[src/axil_regs_pkg.sv]
package axil_regs_pkg;

    // ==================================================
    // Widths
    // ==================================================

    localparam int data_w = 32;
    localparam int addr_w = 12;
    localparam int strb_w = data_w / 8;
    localparam int idx_w  = 5;

    // AXI response codes
    typedef enum logic [1:0] {
        OKAY   = 2'b00,
        EXOKAY = 2'b01,
        SLVERR = 2'b10,
        DECERR = 2'b11
    } resp_t;

    // ==================================================
    // Requests from the front end
    // ==================================================

    typedef struct packed {
        logic [addr_w-1:0] addr;
        logic [data_w-1:0] data;
        logic [strb_w-1:0] strb;
        logic [2:0]        prot;
    } wr_req_t;

    typedef struct packed {
        logic [addr_w-1:0] addr;
        logic [2:0]        prot;
    } rd_req_t;

    // ==================================================
    // Decoded accesses and results
    // ==================================================

    // we is only set for OKAY writes
    typedef struct packed {
        logic [idx_w-1:0]  idx;
        logic [data_w-1:0] data;
        logic [strb_w-1:0] strb;
        logic              we;
        resp_t             resp;
    } reg_wr_t;

    typedef struct packed {
        logic [idx_w-1:0] idx;
        logic             hit;
        resp_t            resp;
    } reg_rd_t;

    typedef struct packed {
        logic [data_w-1:0] data;
        resp_t             resp;
    } rd_rsp_t;

endpackage
[src/axil_regs_top.sv]
`timescale 1ns/1ps

module axil_regs_top #(
    parameter int                                NUM_SCRATCH = 8,
    parameter logic [axil_regs_pkg::data_w-1:0] ID_VALUE    = 32'h4158_4c01
) (
    input  logic                             ACLK,
    input  logic                             ARESETn,
    input  logic [axil_regs_pkg::addr_w-1:0] awaddr,
    input  logic [2:0]                       awprot,
    input  logic                             awvalid,
    output logic                             awready,
    input  logic [axil_regs_pkg::data_w-1:0] wdata,
    input  logic [axil_regs_pkg::strb_w-1:0] wstrb,
    input  logic                             wvalid,
    output logic                             wready,
    output axil_regs_pkg::resp_t             bresp,
    output logic                             bvalid,
    input  logic                             bready,
    input  logic [axil_regs_pkg::addr_w-1:0] araddr,
    input  logic [2:0]                       arprot,
    input  logic                             arvalid,
    output logic                             arready,
    output logic [axil_regs_pkg::data_w-1:0] rdata,
    output axil_regs_pkg::resp_t             rresp,
    output logic                             rvalid,
    input  logic                             rready
);

    import axil_regs_pkg::*;

    // Front end to decode
    wr_req_t wr_req;
    logic    wr_go;
    rd_req_t rd_req;
    logic    rd_go;

    // Decode to bank
    reg_wr_t dec_wr;
    logic    dec_wr_go;
    reg_rd_t dec_rd;
    logic    dec_rd_go;

    // Bank back to front end
    resp_t   wr_resp;
    logic    wr_done;
    rd_rsp_t rd_rsp;
    logic    rd_done;

    axil_slave_fe fe_i (
        .ACLK    (ACLK),
        .ARESETn (ARESETn),
        .awaddr  (awaddr),
        .awprot  (awprot),
        .awvalid (awvalid),
        .awready (awready),
        .wdata   (wdata),
        .wstrb   (wstrb),
        .wvalid  (wvalid),
        .wready  (wready),
        .bresp   (bresp),
        .bvalid  (bvalid),
        .bready  (bready),
        .araddr  (araddr),
        .arprot  (arprot),
        .arvalid (arvalid),
        .arready (arready),
        .rdata   (rdata),
        .rresp   (rresp),
        .rvalid  (rvalid),
        .rready  (rready),
        .wr_req  (wr_req),
        .wr_go   (wr_go),
        .rd_req  (rd_req),
        .rd_go   (rd_go),
        .wr_resp (wr_resp),
        .wr_done (wr_done),
        .rd_rsp  (rd_rsp),
        .rd_done (rd_done)
    );

    axil_addr_decode #(
        .NUM_SCRATCH (NUM_SCRATCH)
    ) dec_i (
        .ACLK      (ACLK),
        .ARESETn   (ARESETn),
        .wr_req    (wr_req),
        .wr_go     (wr_go),
        .rd_req    (rd_req),
        .rd_go     (rd_go),
        .dec_wr    (dec_wr),
        .dec_wr_go (dec_wr_go),
        .dec_rd    (dec_rd),
        .dec_rd_go (dec_rd_go)
    );

    axil_reg_bank #(
        .NUM_SCRATCH (NUM_SCRATCH),
        .ID_VALUE    (ID_VALUE)
    ) bank_i (
        .ACLK      (ACLK),
        .ARESETn   (ARESETn),
        .dec_wr    (dec_wr),
        .dec_wr_go (dec_wr_go),
        .dec_rd    (dec_rd),
        .dec_rd_go (dec_rd_go),
        .wr_resp   (wr_resp),
        .wr_done   (wr_done),
        .rd_rsp    (rd_rsp),
        .rd_done   (rd_done)
    );

endmodule

[src/axil_reg_bank.sv]
`timescale 1ns/1ps

module axil_reg_bank #(
    parameter int                                NUM_SCRATCH = 8,
    parameter logic [axil_regs_pkg::data_w-1:0] ID_VALUE    = 32'h4158_4c01
) (
    input  logic                   ACLK,
    input  logic                   ARESETn,
    input  axil_regs_pkg::reg_wr_t dec_wr,
    input  logic                   dec_wr_go,
    input  axil_regs_pkg::reg_rd_t dec_rd,
    input  logic                   dec_rd_go,
    output axil_regs_pkg::resp_t   wr_resp,
    output logic                   wr_done,
    output axil_regs_pkg::rd_rsp_t rd_rsp,
    output logic                   rd_done
);

    import axil_regs_pkg::*;

    logic [data_w-1:0] ctrl_q;
    logic [data_w-1:0] scratch_q [NUM_SCRATCH];
    logic [data_w-1:0] rd_data_c;
    logic              wr_en;

    // Replace only the bytes selected by strb
    function automatic logic [data_w-1:0] merge_bytes(
        input logic [data_w-1:0] old_val,
        input logic [data_w-1:0] new_val,
        input logic [strb_w-1:0] strb
    );
        logic [data_w-1:0] res;
        res = old_val;
        for (int b = 0; b < strb_w; b++) begin
            if (strb[b]) begin
                res[8*b +: 8] = new_val[8*b +: 8];
            end
        end
        return res;
    endfunction

    assign wr_en = dec_wr_go && dec_wr.we;

    // ==================================================
    // Register storage
    // ==================================================

    always_ff @(posedge ACLK) begin
        if (!ARESETn) begin
            ctrl_q <= '0;
            for (int i = 0; i < NUM_SCRATCH; i++) begin
                scratch_q[i] <= '0;
            end
        end else if (wr_en) begin
            if (dec_wr.idx == idx_w'(1)) begin
                ctrl_q <= merge_bytes(ctrl_q, dec_wr.data, dec_wr.strb);
            end
            // Scratch words start at index 2
            for (int i = 0; i < NUM_SCRATCH; i++) begin
                if (dec_wr.idx == idx_w'(i + 2)) begin
                    scratch_q[i] <= merge_bytes(scratch_q[i], dec_wr.data, dec_wr.strb);
                end
            end
        end
    end

    // Read mux gives zero on a miss
    always_comb begin
        rd_data_c = '0;
        if (dec_rd.hit) begin
            if (dec_rd.idx == idx_w'(0)) begin
                rd_data_c = ID_VALUE;
            end else if (dec_rd.idx == idx_w'(1)) begin
                rd_data_c = ctrl_q;
            end
            for (int i = 0; i < NUM_SCRATCH; i++) begin
                if (dec_rd.idx == idx_w'(i + 2)) begin
                    rd_data_c = scratch_q[i];
                end
            end
        end
    end

    // ==================================================
    // Results back to the front end
    // ==================================================

    always_ff @(posedge ACLK) begin
        if (!ARESETn) begin
            wr_done <= 1'b0;
            rd_done <= 1'b0;
        end else begin
            wr_done <= dec_wr_go;
            rd_done <= dec_rd_go;
        end
    end

    always_ff @(posedge ACLK) begin
        if (dec_wr_go) begin
            wr_resp <= dec_wr.resp;
        end
        if (dec_rd_go) begin
            rd_rsp.data <= rd_data_c;
            rd_rsp.resp <= dec_rd.resp;
        end
    end

endmodule

[src/axil_addr_decode.sv]
`timescale 1ns/1ps

module axil_addr_decode #(
    parameter int NUM_SCRATCH = 8
) (
    input  logic                   ACLK,
    input  logic                   ARESETn,
    input  axil_regs_pkg::wr_req_t wr_req,
    input  logic                   wr_go,
    input  axil_regs_pkg::rd_req_t rd_req,
    input  logic                   rd_go,
    output axil_regs_pkg::reg_wr_t dec_wr,
    output logic                   dec_wr_go,
    output axil_regs_pkg::reg_rd_t dec_rd,
    output logic                   dec_rd_go
);

    import axil_regs_pkg::*;

    // Highest valid word index in the map
    localparam logic [addr_w-3:0] last_word = (addr_w - 2)'(NUM_SCRATCH + 1);

    logic [addr_w-3:0] wr_word;
    logic [addr_w-3:0] rd_word;
    resp_t             wr_code;
    logic              rd_hit;

    // Byte address to word index
    assign wr_word = wr_req.addr[addr_w-1:2];
    assign rd_word = rd_req.addr[addr_w-1:2];
    assign rd_hit  = (rd_word <= last_word);

    // ID is read-only and control needs a privileged access
    always_comb begin
        if (wr_word > last_word) begin
            wr_code = DECERR;
        end else if (wr_word == '0) begin
            wr_code = SLVERR;
        end else if ((wr_word == (addr_w - 2)'(1)) && !wr_req.prot[0]) begin
            wr_code = SLVERR;
        end else begin
            wr_code = OKAY;
        end
    end

    always_ff @(posedge ACLK) begin
        if (!ARESETn) begin
            dec_wr_go <= 1'b0;
            dec_rd_go <= 1'b0;
        end else begin
            dec_wr_go <= wr_go;
            dec_rd_go <= rd_go;
        end
    end

    always_ff @(posedge ACLK) begin
        if (wr_go) begin
            dec_wr.idx  <= wr_word[idx_w-1:0];
            dec_wr.data <= wr_req.data;
            dec_wr.strb <= wr_req.strb;
            dec_wr.we   <= (wr_code == OKAY);
            dec_wr.resp <= wr_code;
        end
        if (rd_go) begin
            dec_rd.idx  <= rd_word[idx_w-1:0];
            dec_rd.hit  <= rd_hit;
            dec_rd.resp <= rd_hit ? OKAY : DECERR;
        end
    end

endmodule

[src/axil_slave_fe.sv]
`timescale 1ns/1ps

module axil_slave_fe (
    input  logic                             ACLK,
    input  logic                             ARESETn,
    // Write address channel
    input  logic [axil_regs_pkg::addr_w-1:0] awaddr,
    input  logic [2:0]                       awprot,
    input  logic                             awvalid,
    output logic                             awready,
    // Write data channel
    input  logic [axil_regs_pkg::data_w-1:0] wdata,
    input  logic [axil_regs_pkg::strb_w-1:0] wstrb,
    input  logic                             wvalid,
    output logic                             wready,
    // Write response channel
    output axil_regs_pkg::resp_t             bresp,
    output logic                             bvalid,
    input  logic                             bready,
    // Read address channel
    input  logic [axil_regs_pkg::addr_w-1:0] araddr,
    input  logic [2:0]                       arprot,
    input  logic                             arvalid,
    output logic                             arready,
    // Read data channel
    output logic [axil_regs_pkg::data_w-1:0] rdata,
    output axil_regs_pkg::resp_t             rresp,
    output logic                             rvalid,
    input  logic                             rready,
    // Pipeline side
    output axil_regs_pkg::wr_req_t           wr_req,
    output logic                             wr_go,
    output axil_regs_pkg::rd_req_t           rd_req,
    output logic                             rd_go,
    input  axil_regs_pkg::resp_t             wr_resp,
    input  logic                             wr_done,
    input  axil_regs_pkg::rd_rsp_t           rd_rsp,
    input  logic                             rd_done
);

    // ==================================================
    // Write FSM
    // ==================================================

    typedef enum logic [2:0] {
        ws_rst, ws_idle, ws_addr, ws_data, ws_wait, ws_resp
    } wr_state_t;

    wr_state_t wr_state, wr_state_next;
    logic      aw_hs;
    logic      w_hs;

    assign aw_hs = awvalid && awready;
    assign w_hs  = wvalid && wready;

    always_ff @(posedge ACLK) begin
        if (!ARESETn) begin
            wr_state <= ws_rst;
            wr_go    <= 1'b0;
        end else begin
            wr_state <= wr_state_next;
            // Pulse once when both halves are in
            wr_go    <= (wr_state_next == ws_wait) && (wr_state != ws_wait);
        end
    end

    always_comb begin
        wr_state_next = wr_state;
        case (wr_state)
            ws_rst:  wr_state_next = ws_idle;
            ws_idle: begin
                if (aw_hs && w_hs) begin
                    wr_state_next = ws_wait;
                end else if (aw_hs) begin
                    wr_state_next = ws_addr;
                end else if (w_hs) begin
                    wr_state_next = ws_data;
                end
            end
            ws_addr: if (w_hs) wr_state_next = ws_wait;
            ws_data: if (aw_hs) wr_state_next = ws_wait;
            ws_wait: if (wr_done) wr_state_next = ws_resp;
            ws_resp: if (bready) wr_state_next = ws_idle;
            default: wr_state_next = ws_rst;
        endcase
    end

    assign awready = (wr_state == ws_idle) || (wr_state == ws_data);
    assign wready  = (wr_state == ws_idle) || (wr_state == ws_addr);
    assign bvalid  = (wr_state == ws_resp);

    // Capture each half as its transfer completes
    always_ff @(posedge ACLK) begin
        if (aw_hs) begin
            wr_req.addr <= awaddr;
            wr_req.prot <= awprot;
        end
        if (w_hs) begin
            wr_req.data <= wdata;
            wr_req.strb <= wstrb;
        end
        if ((wr_state == ws_wait) && wr_done) begin
            bresp <= wr_resp;
        end
    end

    // ==================================================
    // Read FSM
    // ==================================================

    typedef enum logic [1:0] {
        rs_rst, rs_idle, rs_wait, rs_resp
    } rd_state_t;

    rd_state_t rd_state, rd_state_next;
    logic      ar_hs;

    assign ar_hs = arvalid && arready;

    always_ff @(posedge ACLK) begin
        if (!ARESETn) begin
            rd_state <= rs_rst;
            rd_go    <= 1'b0;
        end else begin
            rd_state <= rd_state_next;
            rd_go    <= ar_hs;
        end
    end

    always_comb begin
        rd_state_next = rd_state;
        case (rd_state)
            rs_rst:  rd_state_next = rs_idle;
            rs_idle: if (ar_hs) rd_state_next = rs_wait;
            rs_wait: if (rd_done) rd_state_next = rs_resp;
            rs_resp: if (rready) rd_state_next = rs_idle;
            default: rd_state_next = rs_rst;
        endcase
    end

    assign arready = (rd_state == rs_idle);
    assign rvalid  = (rd_state == rs_resp);

    always_ff @(posedge ACLK) begin
        if (ar_hs) begin
            rd_req.addr <= araddr;
            rd_req.prot <= arprot;
        end
        // Held until rready takes it
        if ((rd_state == rs_wait) && rd_done) begin
            rdata <= rd_rsp.data;
            rresp <= rd_rsp.resp;
        end
    end

endmodule

[config.mk]
export PLATFORM = sky130hd
export DESIGN_NAME = axil_regs_top
export DESIGN_NICKNAME = d
export VERILOG_FILES = /design/src/axil_regs_pkg.sv /design/src/axil_regs_top.sv /design/src/axil_reg_bank.sv /design/src/axil_addr_decode.sv /design/src/axil_slave_fe.sv
export SDC_FILE = /design/constraint.sdc
export NUM_CORES = 1
export LEC_CHECK = 0
export BUFFER_PORTS_ARGS = -buffer_cell sky130_fd_sc_hd__buf_2
export CELL_PAD_IN_SITES_DETAIL_PLACEMENT = 1
export CELL_PAD_IN_SITES_GLOBAL_PLACEMENT = 2
export CORE_UTILIZATION = 30
export DETAILED_ROUTE_END_ITERATION = 8
export PLACE_DENSITY_LB_ADDON = 0.3
export REMOVE_ABC_BUFFERS = 1
export SETUP_SLACK_MARGIN = 0.15
export SYNTH_ARGS = -nofsm -noshare
export SYNTH_HDL_FRONTEND = slang
export SYNTH_SLANG_ARGS = --single-unit
[constraint.sdc]
create_clock -name ACLK -period 6.35 [get_ports ACLK]
set_input_delay 0 -clock ACLK [delete_from_list [all_inputs] [get_ports ACLK]]
set_output_delay 0 -clock ACLK [all_outputs]
set_load 0.01 [all_outputs]
# ---- Word-level counts from Yosys, hierarchy flattened
# Memories as Yosys holds them, arrays and structs flattened.
# Cells that the tools add are included.
dict set report word_totals {
  register_bits 228
  latchBits 0
  ramBits 256
  rom_bits 0
  input_bits 73
  out_inout_bits 41
  elab_cells 291
  memories 1
}
dict set report op_classes {
  add_sub_neg 0
  n_mul 0
  div 0
  n_lt_le_gt_ge 2
  n_eq_ne 32
  shift 0
  muxes 195
  n_bitwise 8
  n_reduce_logical 22
}
# memory depth width rd rd_clocked_by_memory_dff wr line_no
set memory_table {}
lappend memory_table {bank_i.scratch_q 8 32 8 0 8 axil_reg_bank.sv:22} ;# logic [data_w-1:0] scratch_q [NUM_SCRATCH];
# cell count
set ops {}
lappend ops {{$mux W8} 128}
lappend ops {{$mux W32} 18}
lappend ops {{$eq A5 B3 Y1 const B} 8}
lappend ops {{$mux W1} 33}
lappend ops {{$mux W3} 7}
lappend ops {{$eq A5 B2 Y1 const B} 4}
lappend ops {{$eq A5 B4 Y1 const B} 4}
lappend ops {{$pmux W3 S6} 1}
lappend ops {{$reduce_and A3 Y1} 5}
lappend ops {{$mux W2} 7}
lappend ops {{$eq A10 B1 Y1 const B} 1}
lappend ops {{$eq A5 B1 Y1 const B} 2}
lappend ops {{$gt A10 B4 Y1 const B} 1}
lappend ops {{$le A10 B4 Y1 const B} 1}
lappend ops {{$logic_not A10 Y1} 1}
lappend ops {{$eq A3 B3 Y1 const B} 3}
lappend ops {{$logic_and A1 B1 Y1} 9}
lappend ops {{$or A1 B1 Y1} 8}
lappend ops {{$pmux W2 S4} 1}
lappend ops {{$eq A3 B2 Y1 const B} 2}
lappend ops {{$logic_not A5 Y1} 1}
lappend ops {{$eq A2 B2 Y1 const B} 2}
lappend ops {{$logic_not A2 Y1} 2}
lappend ops {{$ne A2 B1 Y1 const B} 2}
lappend ops {{other kinds (7)} 8}

# ---- Longest topological paths before layout
dict set report logic_depth {
  ltp_word 11
  mapped_depth 8
  mapped_depth_nobuf 5
}

# ---- Cells and area by module
# Synthesis repeated with hierarchy kept, for this count alone.
dict set report unflattened {
  cells_unflattened 1407
  hier_area_um2 19832.8
}
# module n_inst cells_per_inst area_each_um2 seq_area_each_um2
set modules_own_cells {}
lappend modules_own_cells {axil_reg_bank 1 1179 14627.8 9449.1}
lappend modules_own_cells {axil_slave_fe 1 159 3529.6 3203.1}
lappend modules_own_cells {axil_addr_decode 1 69 1675.4 1571.5}

# ---- Least setup slack after synthesis
# No wires, ideal clock.
dict set report synth_path {
  path_kind {register -> register}
  startpoint {register fe_i.wr_state[0]}
  endpoint {register, netlist name fe_i.wr_req[10]}
  setup_time_ns 0.397
  arrival_time_ns 1.831
  required_time_ns 5.953
  slack_ns 4.122
  path_stages_with_launch 5
  n_path_buf 1
  period_less_slack_ns 2.228
  path_cell_list {dfxtp_1 clkbuf_1 nand2b_1 a21oi_1 and2_1}
}
dict set report synth_via {
  elab_chain_len 3
  elab_cells_between_ends 4
  cone_classes {eq/ne: 2; reduce/logical: 2}
}
# element line_no
set synth_rtl {}
lappend synth_rtl {{start: declaration} axil_slave_fe.sv:49} ;# wr_state_t wr_state, wr_state_next;
lappend synth_rtl {{start signal: assignment} axil_slave_fe.sv:58} ;# wr_state <= ws_rst;
lappend synth_rtl {{start signal: assignment} axil_slave_fe.sv:61} ;# wr_state <= wr_state_next;
lappend synth_rtl {{$eq A3 B1 Y1 / $eq A3 B2 Y1 (equally long branches)} axil_slave_fe.sv:89} ;# assign wready = (wr_state == ws_idle) || (wr_state == ws_addr);
lappend synth_rtl {{$logic_or A1 B1 Y1 (*)} axil_slave_fe.sv:89}
lappend synth_rtl {{net wready} axil_regs_top.sv:16} ;# output logic wready,
lappend synth_rtl {{$logic_and A1 B1 Y1 (*)} axil_slave_fe.sv:54} ;# assign w_hs = wvalid && wready;
lappend synth_rtl {{net fe_i.w_hs} axil_slave_fe.sv:51} ;# logic w_hs;
# Mark *: on every way through the listed nets, which the timed path passes. The rest lies on a longest branch.
# A chain may end at the register's enable or synchronous reset.

# ---- Worst setup path in the final report
dict set report layout_path {
  startpoint {register, netlist name dec_i.dec_rd[4]}
  endpoint {register, netlist name bank_i.rd_rsp[31]}
}
dict set report layout_via {
  elab_chain_len 11
  elab_cells_between_ends 20
  cone_classes {eq/ne: 9; mux: 10; reduce/logical: 1}
}
# element line_no
set layout_rtl {}
lappend layout_rtl {{$eq A5 B1 Y1} axil_reg_bank.sv:73} ;# end else if (dec_rd.idx == idx_w'(1)) begin
lappend layout_rtl {{$mux W32} axil_reg_bank.sv:73}
lappend layout_rtl {{$mux W32} axil_reg_bank.sv:71} ;# if (dec_rd.idx == idx_w'(0)) begin
lappend layout_rtl {{$mux W32 (7 in a row)} axil_reg_bank.sv:77} ;# if (dec_rd.idx == idx_w'(i + 2)) begin
lappend layout_rtl {{$mux W32 (*)} axil_reg_bank.sv:77}
# Every way passes the cells marked *; elsewhere a longest branch is shown, timed or not.

==> impl_metrics.env <==
export IMPL_status="finished, final reports clean"
export IMPL_areaGrowthSynthToFinish_pct=20.6
export IMPL_dp_slack_ns=3.13
export IMPL_ys_ff_latch=477
export IMPL_clk_latency_ns=0.60
export IMPL_synth_area_leaders="edfxtp_1 (68%), and2_1 (7.6%), dfxtp_1 (4.5%), o21ai_0 (2.0%), nand2_1 (2.0%)"
export IMPL_io_pins=114
export IMPL_p_leak_nw=8.24
export IMPL_finalClockSkew_ns=0.0264
export IMPL_worst_slew_pin_slew_ns=1.25
export IMPL_drt_first_pass_iters=4
export IMPL_die_area_mm2=0.0652
export IMPL_fp_dieH_um=255
export IMPL_p_per_area_mw_per_mm2=314
export IMPL_met1_usage_pct=23.0
export IMPL_cts_buffer_depth=3
export IMPL_yosysTopAreaCellShare_pct=67.6
export IMPL_worstSetupStartpointType="flop"
export IMPL_maxSlewViolCount=0
export IMPL_grt_antenna_before_repair=3
export IMPL_met2_usage_pct=29.6
export IMPL_ys_types=56
export IMPL_fin_ws_ns=3.12
export IMPL_crit_type="reg2reg"
export IMPL_timing_critical_path_slowest_cell_delay_ns=0.83
export IMPL_grt_busiest_layer="met2"
export IMPL_use_met3_pct=2.92
export IMPL_grt_util_all_layers_pct=17.5
export IMPL_finalPower_w=0.00731
export IMPL_start_util_pct=30.4
export IMPL_drc=0
export IMPL_crit_family="simple AND/OR/NAND/NOR gates"
export IMPL_hold_path_class="in2reg"
export IMPL_die_w_um=255
export IMPL_setup_violations=0
export IMPL_worst_path_max_fanout=35
export IMPL_arrival_ns=3.55
export IMPL_ir_drop_mv=0.204
export IMPL_synthCells=1419
export IMPL_htreeDepth=2
export IMPL_nets=1663
export IMPL_first_iter_violations=740
export IMPL_synthFlopType="edfxtp_1"
export IMPL_slowest_stage="or3b_2"
export IMPL_yosysSeqAreaShare_pct=72.1
export IMPL_n_antenna_cell=0
export IMPL_synth_common_cells="edfxtp_1 (434), and2_1 (235), nand2_1 (101)"
export IMPL_grt_max_degree=53
export IMPL_io_buffers=104
export IMPL_row_count=92
export IMPL_dp_hpwl_um=33600
export IMPL_gp_congestion=0.778
export IMPL_cts_sinks=477
export IMPL_setup_tns_ns=0
export IMPL_drv_cap=0
export IMPL_endpoint_kind="flop"
export IMPL_yosysWarnings=0
export IMPL_critPathBufInv=2
export IMPL_grt_setup_unrepaired="false"
export IMPL_timing_final_crit_period_ns=3.23
export IMPL_cts_tree="yes"
export IMPL_avgViaCountPerCell=4.85
export IMPL_syn_cell_area_mm2=0.0193
export IMPL_cts_root_buf="clkbuf_16"
export IMPL_clkTransAtPathRegs_ns=0.06
export IMPL_grt_pass1_wl_um=84000
export IMPL_timing_fmax_mhz=309
export IMPL_grt_overflow=0
export IMPL_synth_edff_count=434
export IMPL_async_flop_share_pct=0
export IMPL_numCtsBuffers=54
export IMPL_max_slew_margin_rel_pct=16.6
export IMPL_cp_required_ns=6.67
export IMPL_hold_viol=0
export IMPL_vias=12000
export IMPL_finalCritPeriodShare_pct=50.9
export IMPL_path_cells="buf_4 -> or3b_2 -> nor2_2 -> buf_4 -> o21ai_0 -> o21ai_0 -> a31oi_1"
export IMPL_synth_area_per_cell_um2=13.6
export IMPL_reg2reg_slack_ns=3.12
export IMPL_core_area_mm2=0.0633
export IMPL_wl_um=56500
export IMPL_synth_most_common_cell="edfxtp_1"
export IMPL_yosysTopAreaCell="edfxtp_1"
export IMPL_wl_per_cell_um=22.8
export IMPL_final_antenna_net_count=0
export IMPL_drive_gt1_share_pct=14.8
export IMPL_grt_pass1_vias=12800
flip-flops by register name (all words and copies together) (netlist names):
name and flops:
fe_i.rd_state 2, fe_i.rdata 32, bank_i.wr_done 1, fe_i.wr_state 3, fe_i.rresp 1, bank_i.scratch_q 256
fe_i.wr_go 1, dec_i.dec_rd 7, dec_i.dec_wr 44, bank_i.rd_rsp 33, fe_i.rd_req 10, dec_i.dec_rd_go 1
fe_i.bresp 2, bank_i.ctrl_q 32, bank_i.rd_done 1, dec_i.dec_wr_go 1, fe_i.rd_go 1, bank_i.wr_resp 2
fe_i.wr_req 47
area by class of cell:
type                       instances  area [um2]
fill                            6625       40100
sequential                       477       13900
multi-input combinational        820        4910
clock buffer                      76        1500
timing repair buffer             200        1410
tap                              846        1060
clock inverter                    25         350
inverter                          33         124
routing by layer:
layer / part of all wire, % / vias to the layer above
met4: 2.3 / 0
met3: 4.4 / 91
met1: 45 / 6087
met5: 0 / -
met2: 48 / 289
li1: - / 5558
stage by stage:
step	utilization (%)	instances	instance area [um2]	hold WS (ns)
floorplan	-	1330	18900	0.0989
global placement	32.8	2311	20700	0.176
detailed placement	32.8	2311	20700	0.178
CTS	36.7	2477	23200	0.0639
global route	36.7	2477	23200	0.0853
finish	36.7	2477	23200	0.107
cells by family (layout without fill, tap and decap cells):
kind of cell,Yosys count,after routing,synth area share (%)
AND/OR/NAND/NOR,521,521,14.7
flip-flops,477,477,72.1
AO/OA/AOI/OAI,260,260,8.54
buffers and inverters,122,334,2.56
multiplexers,35,35,1.86
adder cells (fa/ha/maj),4,4,0.260
final timing paths:
check,from,endpoint,cells past startpoint
setup reg to reg,dec_i.dec_rd[4],bank_i.rd_rsp[31],7
hold / removal,wdata[0],fe_i.wr_req[7],2
setup / recovery,dec_i.dec_rd[4],bank_i.rd_rsp[31],7
hold reg to reg,bank_i.rd_rsp[22],fe_i.rdata[20],0
timing repair:
| item | in CTS | in global routing |
|---|---|---|
| endpoints found under the setup margin | 0 | 0 |
| setup buffers | 0 | 0 |
| endpoints found under the hold margin | 84 | 0 |
| resized for setup | 0 | 0 |
| hold buffers | 65 | 0 |
power by group:
part / internal (W) / switching (W)
clock network: 0.00200 / 0.00127
logic: 0.000131 / 0.000274
registers: 0.00356 / 0.0000660
total: 0.00570 / 0.00161
layout by cell type (no fill, tap or decap), types with 18 or more instances in the layout:
| cell type | n |
|---|---|
| o21ai_0 | 76 |
| a31oi_1 | 26 |
| mux2i_1 | 28 |
| nand2_1 | 101 |
| o22ai_1 | 30 |
| clkbuf_16 | 55 |
| nand3_1 | 74 |
| a21oi_1 | 26 |
| buf_2 | 103 |
| a21boi_0 | 18 |
| inv_1 | 31 |
| edfxtp_1 | 434 |
| dlygate4sd3_1 | 65 |
| a22oi_1 | 37 |
| and2_1 | 233 |
| buf_4 | 32 |
| dfxtp_1 | 41 |
| nor2_1 | 63 |
(Power assumes the default switching activity.)
